File: src/design/rv_core_pkg.sv
package rv_core_pkg;

  localparam int XLEN        = 32;
  localparam int IMEM_AWIDTH = 10;  // 1024 instruction words
  localparam int DMEM_AWIDTH = 8;   // 256 data words

  typedef logic [XLEN-1:0]        word_t;
  typedef logic [4:0]             reg_addr_t;
  typedef logic [IMEM_AWIDTH-1:0] imem_addr_t;  // word address, not byte
  typedef logic [DMEM_AWIDTH-1:0] dmem_addr_t;
  typedef logic [3:0]             alu_op_t;

  localparam word_t RESET_PC = 32'h0000_0000;

  // alu codes line up with {inst[30], funct3}
  localparam alu_op_t ALU_ADD  = 4'b0000;
  localparam alu_op_t ALU_SUB  = 4'b1000;
  localparam alu_op_t ALU_AND  = 4'b0111;
  localparam alu_op_t ALU_OR   = 4'b0110;
  localparam alu_op_t ALU_XOR  = 4'b0100;
  localparam alu_op_t ALU_SLL  = 4'b0001;
  localparam alu_op_t ALU_SRL  = 4'b0101;
  localparam alu_op_t ALU_SRA  = 4'b1101;
  localparam alu_op_t ALU_SLT  = 4'b0010;
  localparam alu_op_t ALU_SLTU = 4'b0011;

  localparam logic [6:0] OPC_OP     = 7'b0110011;
  localparam logic [6:0] OPC_OP_IMM = 7'b0010011;
  localparam logic [6:0] OPC_LUI    = 7'b0110111;
  localparam logic [6:0] OPC_LOAD   = 7'b0000011;
  localparam logic [6:0] OPC_STORE  = 7'b0100011;
  localparam logic [6:0] OPC_BRANCH = 7'b1100011;
  localparam logic [6:0] OPC_JAL    = 7'b1101111;

endpackage

File: src/design/reg_file.sv
module reg_file (
  input  logic                   clk,
  input  logic                   rst_n,
  input  rv_core_pkg::reg_addr_t rs1_addr,
  input  rv_core_pkg::reg_addr_t rs2_addr,
  output rv_core_pkg::word_t     rs1_data,
  output rv_core_pkg::word_t     rs2_data,
  input  logic                   wr_en,
  input  rv_core_pkg::reg_addr_t wr_addr,
  input  rv_core_pkg::word_t     wr_data
);
  import rv_core_pkg::*;

  word_t regs [2**$bits(reg_addr_t)];  // regs[0] is never written
  logic  wr_live;

  assign wr_live = wr_en && (wr_addr != '0);

  always_ff @(posedge clk or negedge rst_n) begin
    if (!rst_n) begin
      for (int i = 0; i < 2**$bits(reg_addr_t); i++) begin
        regs[i] <= '0;
      end
    end else if (wr_live) begin
      regs[wr_addr] <= wr_data;
    end
  end

  // bypass the write in flight so ID sees the WB result
  assign rs1_data = (wr_live && wr_addr == rs1_addr) ? wr_data : regs[rs1_addr];
  assign rs2_data = (wr_live && wr_addr == rs2_addr) ? wr_data : regs[rs2_addr];

  a_wr_data_known: assert property (
    @(posedge clk) disable iff (!rst_n) wr_en |-> !$isunknown(wr_data)
  ) else $error("reg_file write of unknown data to x%0d", wr_addr);

endmodule

File: config.mk
export PLATFORM = sky130hd
export DESIGN_NAME = reg_file
export DESIGN_NICKNAME = d
export VERILOG_FILES = /design/src/design/rv_core_pkg.sv /design/src/design/reg_file.sv
export SDC_FILE = /design/constraint.sdc
export NUM_CORES = 2
export LEC_CHECK = 0
export BUFFER_PORTS_ARGS = -buffer_cell sky130_fd_sc_hd__buf_2
export CAP_MARGIN = 15
export CORE_MARGIN = 2
export CORE_UTILIZATION = 55
export DETAILED_ROUTE_END_ITERATION = 7
export PLACE_DENSITY = 0.82
export SLEW_MARGIN = 20
export SYNTH_ARGS = -nofsm -noshare
export SYNTH_HDL_FRONTEND = slang
export SYNTH_SLANG_ARGS = --single-unit
File: constraint.sdc
create_clock -name clk -period 3.7 [get_ports clk]
set_clock_uncertainty 0.2 [all_clocks]
set_input_delay 0.185 -clock clk [delete_from_list [all_inputs] [get_ports clk]]
set_output_delay 0.185 -clock clk [all_outputs]
set_load 0.02 [all_outputs]
# After elaboration in Yosys (flattened, before gate mapping)

Cells that the tools add are included.

Memory bits (writable): 0
Memories: 0
Memory bits (read-only): 0
Flip-flop bits (word level): 1,024
Input bits: 50
Logic and storage cells: 57
Latch bits: 0

$lt $le $gt $ge: 4
Div/mod/pow operators: 0
Eq/ne operators: 2
Shift-type cells: 0
Reduce and logical (&&, ||, !) cells: 5
$mul: 0
Muxes and demuxes: 11
Bitwise logic cells: 3
$add $sub $neg: 0

Operators by type and width:

| operator           | number |
|---|---|
| $bwmux 1024        | 1 |
| $bmux 32 s5        | 2 |
| $mux 32            | 7 |
| $demux 32 s5       | 1 |
| $ge 6x6->1 const B | 3 |
| $not 5->6          | 3 |
| $eq 5x5->1         | 2 |
| $lt 6x1->1 const B | 1 |
| $reduce_bool 5->1  | 1 |
| $logic_and 1x1->1  | 4 |

# Logic depth before layout (Yosys ltp)

Depth after elaboration: 6
Mapped depth: 8
Mapped depth without buffers: 5

# Worst setup path before layout

OpenSTA, ideal clock, no wires.

Path type: input-to-output
Start point: input port rs2_addr[0]
End point: output port rs2_data[29]
Stages: 7
Path slack: 1.422 ns
Data arrival time: 1.893 ns
Path buffers: 3
Required time: 3.315 ns
Cells stage by stage: buf_2 buf_4 buf_4 mux4_2 o22ai_1 or4_1 o21ai_1

Longest elaborated chain between the ends: 5
Elaborated cells on any way between the ends: 7

Ends and longest elaborated chain:

| what                                       | line           | text |
|---|---|---|
| start, declared                            | reg_file.sv:5  | `input rv_core_pkg::reg_addr_t rs2_addr,` |
| $not 5->6 (not written as such)            | reg_file.sv:31 | `assign rs2_data = (wr_live && wr_addr == rs2_addr) ? wr_data : regs[rs2_addr];` |
| $bmux 32 s5                                | reg_file.sv:31 |  |
| $mux 32 (not written as such) (2 in a row) | reg_file.sv:31 |  |
| $mux 32 (*)                                | reg_file.sv:31 |  |
| end, declared                              | reg_file.sv:7  | `output rv_core_pkg::word_t rs2_data,` |

Every way passes the cells marked *; elsewhere a longest branch is shown, timed or not. The select of a mux whose other input is x is not followed.

# Worst setup path in the final report

Start point: register regs[766] (netlist bit)
End point: output port rs1_data[30]

Longest elaborated chain between the ends: 4

Ends and longest elaborated chain:

| what                                       | line           | text |
|---|---|---|
| start, declared                            | reg_file.sv:14 | `word_t regs [2**$bits(reg_addr_t)];` |
| start signal, assigned by index            | reg_file.sv:25 | `regs[wr_addr] <= wr_data;` |
| $bmux 32 s5                                | reg_file.sv:30 | `assign rs1_data = (wr_live && wr_addr == rs1_addr) ? wr_data : regs[rs1_addr];` |
| $mux 32 (not written as such) (2 in a row) | reg_file.sv:30 |  |
| $mux 32                                    | reg_file.sv:30 |  |
| end, declared                              | reg_file.sv:6  | `output rv_core_pkg::word_t rs1_data,` |

Every way passes these cells. The select of a mux whose other input is x is not followed.

==> metrics.txt <==
GRT Util Overall 31.9%; Hold Vio Cnt, Final 0; Largest Register regs; fraction of layout cells with a size suffix above 1 46.1%; Clk Latency, worst-skew pair 0.69 ns; Max-Cap Viols 0; sequential share of the synthesized area 47.9%; asr flop ratio synth 100%; mux cell area share after synthesis 42.6%; placed insts 4626; Die X 316 um; Syn Area/Cell 15.3 um2; max FFs per register 1024; Arr. time, crit path 2.92 ns; Post-Syn Area 0.0534 mm2; Final setup viols 0; clk sinks 1024; fmax 302 MHz; largest net degree at the start of global routing 105; status complete, no violations; Setup Buffers After CTS 0; cell taking the most area after synthesis dfrtp_1; Synth Area in Adders 0%; critical path fanouts, max 3; DIE HEIGHT 316 um; Area after DPL 0.0557 mm2; Setup crit end kind output port; Syn Nets 3533; Initial Utilization between 50% and 60%; Core Footprint just under 0.1 mm2; Synth Flop Type dfrtp_1; top post-synthesis cells by count dfrtp_1 (1024), mux2_2 (630), mux4_2 (511); final std cells w/o fill ~4900; Crit path required time 3.31 ns; WS Path Type flop to output port; reg-to-reg slack, setup 2.65 ns; shortest period the worst path allows 3.31 ns; CTS tree yes; leakage 25.9 nW; Slew HR 26.8%; io pins 114; via count 35000; Yosys warnings 0; total CTS buffers 106; Filler cells 6707; design area 0.0597 mm2; First-pass DRT Iterations 5; post-synthesis compound-gate area fraction 3.64%; setup_tns 0 ns; Post-DRT Antenna Nets 0; Reg power frac 46.1%; grt ovf 0; area added between synthesis and finish 11.8%; worst min-delay path category input port to async pin; Bufs on Longest Clock Path 3; DRT Wirelength 156000 um; GPL Wtd Cong 0.866; total die area about 0.10 mm2; I/O Buffers 113; unrepaired setup endpoints after global routing no; Logic pwr share approximately a fifth; Max VDD drop roughly 0.38 mV; Clock power frac 34.4%; Mapped Cells 3483; Sw Pwr 8.82 mW; Simple-Gate Fraction of Synth Area 2.07%; Util after Layout 61.9%; DP HPWL roughly 95000 um; Int Pwr 23.6 mW; post-route clock period utilization 89.4%; Pwr Total 32.4 mW; Yosys reg bits between 1000 and 1500; Post-synth EDFFs 0; residual DRC count 0; Vias per Instance between 7 and 8; first-pass GRT wire length 235000 um; # resized after CTS 0; vias in the first global route 36700; Worst-Margin Slew approximately 1.1 ns; clock transition at the registers of the reported paths 0.06 ns; Synth cell types 41; H-tree depth 3; routed len/inst 32.0 um; Clock Root Buffer clkbuf_16; DR iter-0 viols 3739; NumNets Final ~3500; Synth top area share 47.9%; Rows 114; synth top area cells dfrtp_1 (48%), mux4_2 (22%), mux2_2 (13%); biggest regs regs x1024; Net Sw Frac 27.2%; initial antenna violation count 13; Synth Area in XOR/XNOR 0.164%; max-slew violations 0; most common cell in the netlist dfrtp_1; largest family of logic cells by synthesized area multiplexers; PwrDens 542 mW/mm2; Worst Setup Start Kind flop
layout by cell type, fill, tap and decap left out, types with 6 or more instances in the layout:
| cell type | netlist | routed |
|---|---|---|
| bufinv_16 | 0 | 8 |
| o21ai_1 | 62 | 62 |
| buf_2 | 87 | 108 |
| mux2i_1 | 6 | 6 |
| clkbuf_16 | 0 | 106 |
| dfrtp_1 | 1024 | 1024 |
| buf_4 | 36 | 122 |
| buf_12 | 0 | 44 |
| o22ai_1 | 248 | 248 |
| mux2_1 | 363 | 363 |
| mux2_2 | 630 | 630 |
| dlygate4sd3_1 | 0 | 33 |
| clkbuf_8 | 0 | 31 |
| clkinv_2 | 0 | 22 |
| nor2_4 | 0 | 16 |
| mux4_2 | 511 | 511 |
| clkbuf_1 | 220 | 17 |
| nand2_2 | 0 | 19 |
| nand3b_1 | 7 | 7 |
| xnor2_1 | 6 | 6 |
| or4_1 | 62 | 62 |
| nor2_1 | 22 | 6 |
| nand2_1 | 83 | 64 |
stage by stage:
step	setup WS (ns)	hold slack [ns]
after global placement	0.822	0.175
after detailed placement	0.788	0.181
after global routing	0.366	0.0915
after CTS	0.419	0.0347
after floorplan	1.42	-0.311
final	0.390	0.0124
timing repair:
item                                    4_1_cts  5_1_grt
hold endpoints to repair                    986        0
endpoints found under the setup margin        0        0
hold buffers                                 33        0
worst paths after layout:
kind                                 from  depth (start not counted)      endpoint
worst max register to register  regs[515]                          1     regs[515]
min in group clk                regs[995]                          0     regs[995]
worst min-delay path                rst_n                          2     regs[527]
worst max-delay path            regs[766]                          6  rs1_data[30]
max in group asynchronous           rst_n                          3     regs[216]
worst min register to register  regs[995]                          0     regs[995]
kinds of logic (layout without fill, tap and decap cells):
logic type	count (synthesis)	after routing
flip-flops	1024	1024
AO/OA/AOI/OAI	320	320
buffers and inverters	415	512
other	0	4
multiplexers	1510	1510
AND/OR/NAND/NOR	204	204
XOR/XNOR	10	10
routing by layer:
layer  GRT usage (%)  part of all wire, %  wire length, um
met2            48.7                   46            72200
met4            17.0                  6.0             9300
met3            8.60                   11            16500
met1            42.3                   37            57600
met5               0                0.066              103
area by class of cell:
type | instances | area [um2] | share of cell area [%]
Clock inverter | 43 | 517 | 0.865
Sequential cell | 1024 | 25600 | 42.9
Inverter | 3 | 11.3 | 0.0188
Timing Repair Buffer | 312 | 2740 | 4.59
Clock buffer | 154 | 3140 | 5.26
Tap cell | 1276 | 1600 | 2.67
Multi-Input combinational cell | 2044 | 26100 | 43.7
Antenna cell | 4 | 10.0 | 0.0168
power by group through the flow:
stage | Combinational (mW) | Sequential [mW] | Clock [mW]
floorplan | 4.82 | 14.4 | 0
global placement | 6.00 | 14.8 | 0
detailed placement | 6.23 | 15.0 | 0
CTS | 6.31 | 14.8 | 11.2
global route | 6.71 | 15.2 | 11.7
finish | 6.31 | 14.9 | 11.1
worst max-delay path: stages, from the launching register on:
cell     delay [ns]
dfrtp_1        0.40
mux4_2         0.48
mux4_2         0.51
nand2_1        0.10
nand3_1        0.22
mux2_2         0.34
buf_2          0.16
Power figures use the tool's default switching activity.
