===== src/design/rv_core_pkg.sv =====
package rv_core_pkg;

  localparam int XLEN        = 32;
  localparam int IMEM_AWIDTH = 10;  // 1024 instruction words
  localparam int DMEM_AWIDTH = 8;   // 256 data words

  typedef logic [XLEN-1:0]        word_t;
  typedef logic [4:0]             reg_addr_t;
  typedef logic [IMEM_AWIDTH-1:0] imem_addr_t;  // word address, not byte
  typedef logic [DMEM_AWIDTH-1:0] dmem_addr_t;
  typedef logic [3:0]             alu_op_t;

  localparam word_t RESET_PC = 32'h0000_0000;

  // alu codes line up with {inst[30], funct3}
  localparam alu_op_t ALU_ADD  = 4'b0000;
  localparam alu_op_t ALU_SUB  = 4'b1000;
  localparam alu_op_t ALU_AND  = 4'b0111;
  localparam alu_op_t ALU_OR   = 4'b0110;
  localparam alu_op_t ALU_XOR  = 4'b0100;
  localparam alu_op_t ALU_SLL  = 4'b0001;
  localparam alu_op_t ALU_SRL  = 4'b0101;
  localparam alu_op_t ALU_SRA  = 4'b1101;
  localparam alu_op_t ALU_SLT  = 4'b0010;
  localparam alu_op_t ALU_SLTU = 4'b0011;

  localparam logic [6:0] OPC_OP     = 7'b0110011;
  localparam logic [6:0] OPC_OP_IMM = 7'b0010011;
  localparam logic [6:0] OPC_LUI    = 7'b0110111;
  localparam logic [6:0] OPC_LOAD   = 7'b0000011;
  localparam logic [6:0] OPC_STORE  = 7'b0100011;
  localparam logic [6:0] OPC_BRANCH = 7'b1100011;
  localparam logic [6:0] OPC_JAL    = 7'b1101111;

endpackage


===== src/design/inst_decode.sv =====
module inst_decode (
  input  rv_core_pkg::word_t     inst,
  output rv_core_pkg::reg_addr_t rs1_addr,
  output rv_core_pkg::reg_addr_t rs2_addr,
  output rv_core_pkg::reg_addr_t rd_addr,
  output rv_core_pkg::word_t     imm,
  output rv_core_pkg::alu_op_t   alu_op,
  output logic                   alu_src_imm,
  output logic                   reg_we,
  output logic                   mem_read,
  output logic                   mem_write,
  output logic                   mem_to_reg,
  output logic                   is_branch,
  output logic                   branch_ne,
  output logic                   is_jal,
  output logic                   is_lui
);
  import rv_core_pkg::*;

  logic [6:0] opcode;
  logic [2:0] funct3;
  word_t      imm_i, imm_s, imm_b, imm_u, imm_j;
  alu_op_t    arith_op;

  assign opcode   = inst[6:0];
  assign funct3   = inst[14:12];
  assign rs1_addr = inst[19:15];
  assign rs2_addr = inst[24:20];
  assign rd_addr  = inst[11:7];

  assign imm_i = {{20{inst[31]}}, inst[31:20]};
  assign imm_s = {{20{inst[31]}}, inst[31:25], inst[11:7]};
  assign imm_b = {{19{inst[31]}}, inst[31], inst[7], inst[30:25], inst[11:8], 1'b0};
  assign imm_u = {inst[31:12], 12'b0};
  assign imm_j = {{11{inst[31]}}, inst[31], inst[19:12], inst[20], inst[30:21], 1'b0};

  // bit 30 picks sub only for register ops, sra for both forms
  always_comb begin
    case (funct3)
      3'b000:  arith_op = (opcode == OPC_OP && inst[30]) ? ALU_SUB : ALU_ADD;
      3'b001:  arith_op = ALU_SLL;
      3'b010:  arith_op = ALU_SLT;
      3'b011:  arith_op = ALU_SLTU;
      3'b100:  arith_op = ALU_XOR;
      3'b101:  arith_op = inst[30] ? ALU_SRA : ALU_SRL;
      3'b110:  arith_op = ALU_OR;
      default: arith_op = ALU_AND;
    endcase
  end

  always_comb begin
    imm         = '0;
    alu_op      = ALU_ADD;  // address and lui paths add
    alu_src_imm = 1'b0;
    reg_we      = 1'b0;
    mem_read    = 1'b0;
    mem_write   = 1'b0;
    mem_to_reg  = 1'b0;
    is_branch   = 1'b0;
    branch_ne   = funct3[0];
    is_jal      = 1'b0;
    is_lui      = 1'b0;
    case (opcode)
      OPC_OP: begin
        alu_op = arith_op;
        reg_we = 1'b1;
      end
      OPC_OP_IMM: begin
        alu_op      = arith_op;
        imm         = imm_i;
        alu_src_imm = 1'b1;
        reg_we      = 1'b1;
      end
      OPC_LUI: begin
        imm         = imm_u;
        alu_src_imm = 1'b1;
        reg_we      = 1'b1;
        is_lui      = 1'b1;
      end
      OPC_LOAD: begin
        imm         = imm_i;
        alu_src_imm = 1'b1;
        reg_we      = 1'b1;
        mem_read    = 1'b1;
        mem_to_reg  = 1'b1;
      end
      OPC_STORE: begin
        imm         = imm_s;
        alu_src_imm = 1'b1;
        mem_write   = 1'b1;
      end
      OPC_BRANCH: begin
        imm       = imm_b;
        is_branch = (funct3[2:1] == 2'b00);  // beq and bne only
      end
      OPC_JAL: begin
        imm    = imm_j;
        reg_we = 1'b1;
        is_jal = 1'b1;
      end
      default: ;  // anything else is a bubble
    endcase
  end

endmodule


===== config.mk =====
export PLATFORM = sky130hd
export DESIGN_NAME = inst_decode
export DESIGN_NICKNAME = d
export VERILOG_FILES = /design/src/design/rv_core_pkg.sv /design/src/design/inst_decode.sv
export SDC_FILE = /design/constraint.sdc
export NUM_CORES = 1
export LEC_CHECK = 0
export BUFFER_PORTS_ARGS = -buffer_cell sky130_fd_sc_hd__buf_2
export CAP_MARGIN = 25
export CORE_UTILIZATION = 31
export DETAILED_ROUTE_END_ITERATION = 6
export PLACE_DENSITY = 0.91
export REMOVE_ABC_BUFFERS = 1
export SLEW_MARGIN = 10
export SYNTH_ARGS = -nofsm -noshare
export SYNTH_HDL_FRONTEND = slang
export SYNTH_SLANG_ARGS = --single-unit
export TNS_END_PERCENT = 5

===== constraint.sdc =====
create_clock -name vclk -period 1.6
set_clock_uncertainty 0.05 [all_clocks]
set_input_delay 0.32 -clock vclk [all_inputs]
set_output_delay 0.32 -clock vclk [all_outputs]
set_load 0.005 [all_outputs]

# Yosys cells after proc, flatten, opt, wreduce, memory -nomap -nowiden
# Cells that the tools add are included.
[word_totals]
ff_bits = 0
word_cells = 32
output_inout_bits = 60
[classes]
muxes = 12
eq_ne = 13
n_reduce_logical = 7
[op_table]
columns = ["operator", "count"]
rows = [
  ["32-bit one-hot mux with 5 select lines", 1],
  ["4-bit one-hot mux with 7 select lines", 1],
  ["7-bit by 6-bit == test with 1-bit output (second input constant)", 3],
  ["7-bit == test (second input constant)", 2],
  ["4-bit 2-to-1 mux", 3],
  ["3-bit == test (second input constant)", 3],
  ["7-bit by 2-bit == test with 1-bit output (second input constant)", 1],
  ["7-bit by 5-bit == test with 1-bit output (second input constant)", 1],
  ["1-bit 2-to-1 mux", 7],
  ["3-bit by 2-bit == test with 1-bit output (second input constant)", 2],
  ["5-bit OR reduction", 1],
  ["2-bit OR reduction", 2],
  ["4-bit OR reduction", 1],
  ["3-bit by 1-bit == test with 1-bit output (second input constant)", 1],
  ["3-bit zero test", 1],
  ["2-bit zero test", 1],
  ["1-bit logical AND", 1],
]

# Depth between registers and ports, before layout
[logic_depth]
depth_word = 5
ltp_mapped = 6
mapped_depth_nobuf = 3

# Least setup slack after synthesis
# No wires, ideal clock.
[synth_timing]
path_type = "input port to output port"
start = "in inst[6]"
end = "out mem_to_reg"
t_required_ns = 1.230
path_stages = 4
arrival_ns = 1.378
setup_slack_ns = -0.148
cell_sequence = "buf_4 or4_4 nor3_1 buf_4"
[synth_between]
elab_chain_len = 2
[synth_rtl]
columns = ["item", "line_no", "rtl"]
rows = [
  ["start: declaration", "inst_decode.sv:2", "input rv_core_pkg::word_t inst,"],
  ["7-bit by 2-bit == test with 1-bit output", "n/a", ""],
  ["1-bit 2-to-1 mux", "n/a", ""],
  ["end: declaration", "inst_decode.sv:12", "output logic mem_to_reg,"],
]
# No other way between the ends.

# Final worst setup path
[layout_timing]
start = "in inst[4]"
end = "out imm[11]"
[layout_between]
elab_chain_len = 3
[layout_rtl]
columns = ["item", "line_no", "rtl"]
rows = [
  ["7-bit by 2-bit == test with 1-bit output / 7-bit by 5-bit == test with 1-bit output (equally long branches)", "inst_decode.sv:63", "case (opcode)"],
  ["2-bit OR reduction (no source line)", "n/a", ""],
  ["32-bit one-hot mux with 5 select lines *", "inst_decode.sv:63", ""],
  ["end: declaration", "inst_decode.sv:6", "output rv_core_pkg::word_t imm,"],
]
# Every way passes the cells marked *; elsewhere a longest branch is shown, timed or not.

==> impl_metrics.toml <==
[cells_and_area]
stdcell_count = 225
clkbuf_count = 0
seq_area_um2 = 0
utilization_pct = 69.4
drive_gt1_share_pct = 80.2
nets = 231
design.seq.count = 0
area_delta_synth_final_pct = 106
diodes = 0

[global_route]
grt_pass1_wl_um = 4380
grt_usage_pct = 21.0
grt_overflow = 0
grt_max_degree = 19
grt_pass1_vias = 984
antenna_found_initial = 0

[route]
route.detailed.drc = 0
ant_nets = 0
avgViaCountPerCell = 5.38
wl_um = 3590
routedWlPerCell_um = 16.0
drtIter0Drc = 50
vias = 1211
drtPass1Iterations = 4

[power]
design_power_total_uw = 290
p_per_area_nw_per_um2 = 185
power_leakage_nw = 0.868
ir_drop_mv = 0.109

[die]
start_util_pct = 33.6
die_h_um = 51.5
die-area_um2 = 2650
fp-row-count = 17
core_area_um2 = 2250
io_pins = 92
die_width_um = 51.5

[yosys]
synth.avg_cell_area_um2 = 7.51
seq_area_frac_synth_pct = 0
yosysWarnings = 0
synthDistinctLibCells = 39
syn-instance-count = 101
synth_area_um2 = 758

[timing]
rsz0062_at_grt = "true"
tightest_slew_ns = 0.269
setup_violations = 42
fin_crit_ns = 1.84
maxSlewViolCount = 0
fmax_mhz = 544
relSlewSlack_pct = 82.0
final.period_utilization_pct = 115
setup_tns_ns = -7.00
hold_violations = 0
setup_slack_ns = -0.239

[worst_setup_path]
end_kind = "output pin"
crit_required_ns = 1.23
crit_arrival_ns = 1.47
slowest_stage = "o32ai_2"
cpMostUsedCell = "buf_4"
path_class = "in -> out"
worst-path-max-fanout = 4
max_stage_delay_ns = 0.28
crit_chain = "buf_4, buf_4, nand4b_1, buf_4, o32ai_2, buf_2"
start_kind = "input pin"

[flow_run]
maxCapViolCount = 0

[place]
io_buffer_count = 92
dp.cells = 222
gp_congestion = 0.859
dp.final_hpwl_um = 2320
place_ws_ns = -0.293

[status]
status = "finished with violations"
violations = "negative setup slack"

[hold_path]
hold_path.class = "in -> out"
min-delay-start = "inst[18]"
whs_path_depth = 2
hold_end = "rs1_addr[3]"

[cts]
cts_hold_repair.buffers = 0
## cells in the mapped netlist, drive strengths merged
library cell,n,share of area (%)
mux2,1,2.0
or3,2,1.6
inv,1,0.49
o32ai,1,1.2
nor3b,8,7.9
and2,3,2.5
or4,2,2.5
nand2b,3,2.5
nand2,3,1.5
a2111oi,1,1.2
clkbuf,2,1.2
buf,25,25
a21o,8,7.9
a22o,4,4.6
a31oi,1,0.83
o22ai,1,1.6
nor2,4,2.0
nor3,2,2.0
nand4b,1,1.2
nand3,3,2.0
or3b,1,1.2
o22a,1,1.2
o2bb2ai,11,14
nor4b,2,3.1
or2,1,0.83
nand4,1,0.83
nand3b,2,2.0
and4bb,1,1.6
a21oi,4,3.6
nor4,1,0.83
## layout make-up
type                            instances  area [um2]
Timing Repair Buffer                  123         783
Multi-Input combinational cell         73         743
Fill cell                             173         689
Tap cell                               28        35.0
Inverter                                1        3.75
## per-stage QoR
step / area (um2) / hold slack, ns
global route: 1570 / 0.778
CTS: 1440 / 0.772
floorplan: 562 / 0.590
finish: 1570 / 0.771
detailed placement: 1290 / 0.772
global placement: 1290 / 0.771
## metal layers
layer | track usage [%] | share of wire [%] | up-vias
met3 | 1.79 | 6.8 | 9
li1 | - | - | 564
met5 | 0 | 0 | -
met1 | 22.8 | 37 | 565
met4 | 3.15 | 1.9 | 0
met2 | 43.1 | 54 | 73
## cell families after synthesis
family          synth area share [%]
simple gates                    36.0
mux                             1.98
buf+inv                         26.4
compound gates                  35.6
## how the worst max path moves through the flow
stage / from / endpoint / slack (ns) / cells after the start
4_1_cts: inst[2] / imm[2] / -0.23 / 5
2_1_floorplan: inst[1] / imm[21] / -0.66 / 3
3_3_place_gp: inst[5] / imm[3] / -0.25 / 5
6_report: inst[4] / imm[11] / -0.24 / 6
5_1_grt: inst[5] / imm[10] / -0.28 / 6
3_5_place_dp: inst[5] / imm[2] / -0.29 / 5
## critical path, delay by kind of cell
kind / cells / cell delay (ns)
and+or+nand+nor: 1 / 0.22
AOI/OAI and AO/OA: 1 / 0.28
buffers and inverters: 4 / 0.64
## cells in the final DEF (no fill, tap or decap), types with 2 or more instances in the layout
cell type  instances
a21o_1             8
a21oi_2            3
a22o_1             4
and2_1             3
buf_2             86
buf_4             25
buf_6              8
buf_8              2
nand2_2            2
nand2b_1           2
nand3_1            2
nand3b_1           2
nor2_1             2
nor2_2             2
nor3b_1            2
nor3b_2            6
o2bb2ai_1          5
o2bb2ai_2          5
or3_1              2
or4_4              2
## power by group
part / total (mW) / leakage (nW) / switching, mW / internal, mW
registers: 0 / 0 / 0 / 0
logic: 0.290 / 0.868 / 0.142 / 0.148
clock network: 0 / 0 / 0 / 0
total: 0.290 / 0.868 / 0.142 / 0.148
## repair_timing
action / 4_1_cts / 5_1_grt
endpoints found under the setup margin: 42 / 43
gates resized for setup: 34 / 19
setup buffers: 1 / 0
pin swaps: 21 / 10
endpoints found under the hold margin: 0 / 0
gates cloned: 0 / 2
Power figures use the tool's default switching activity.
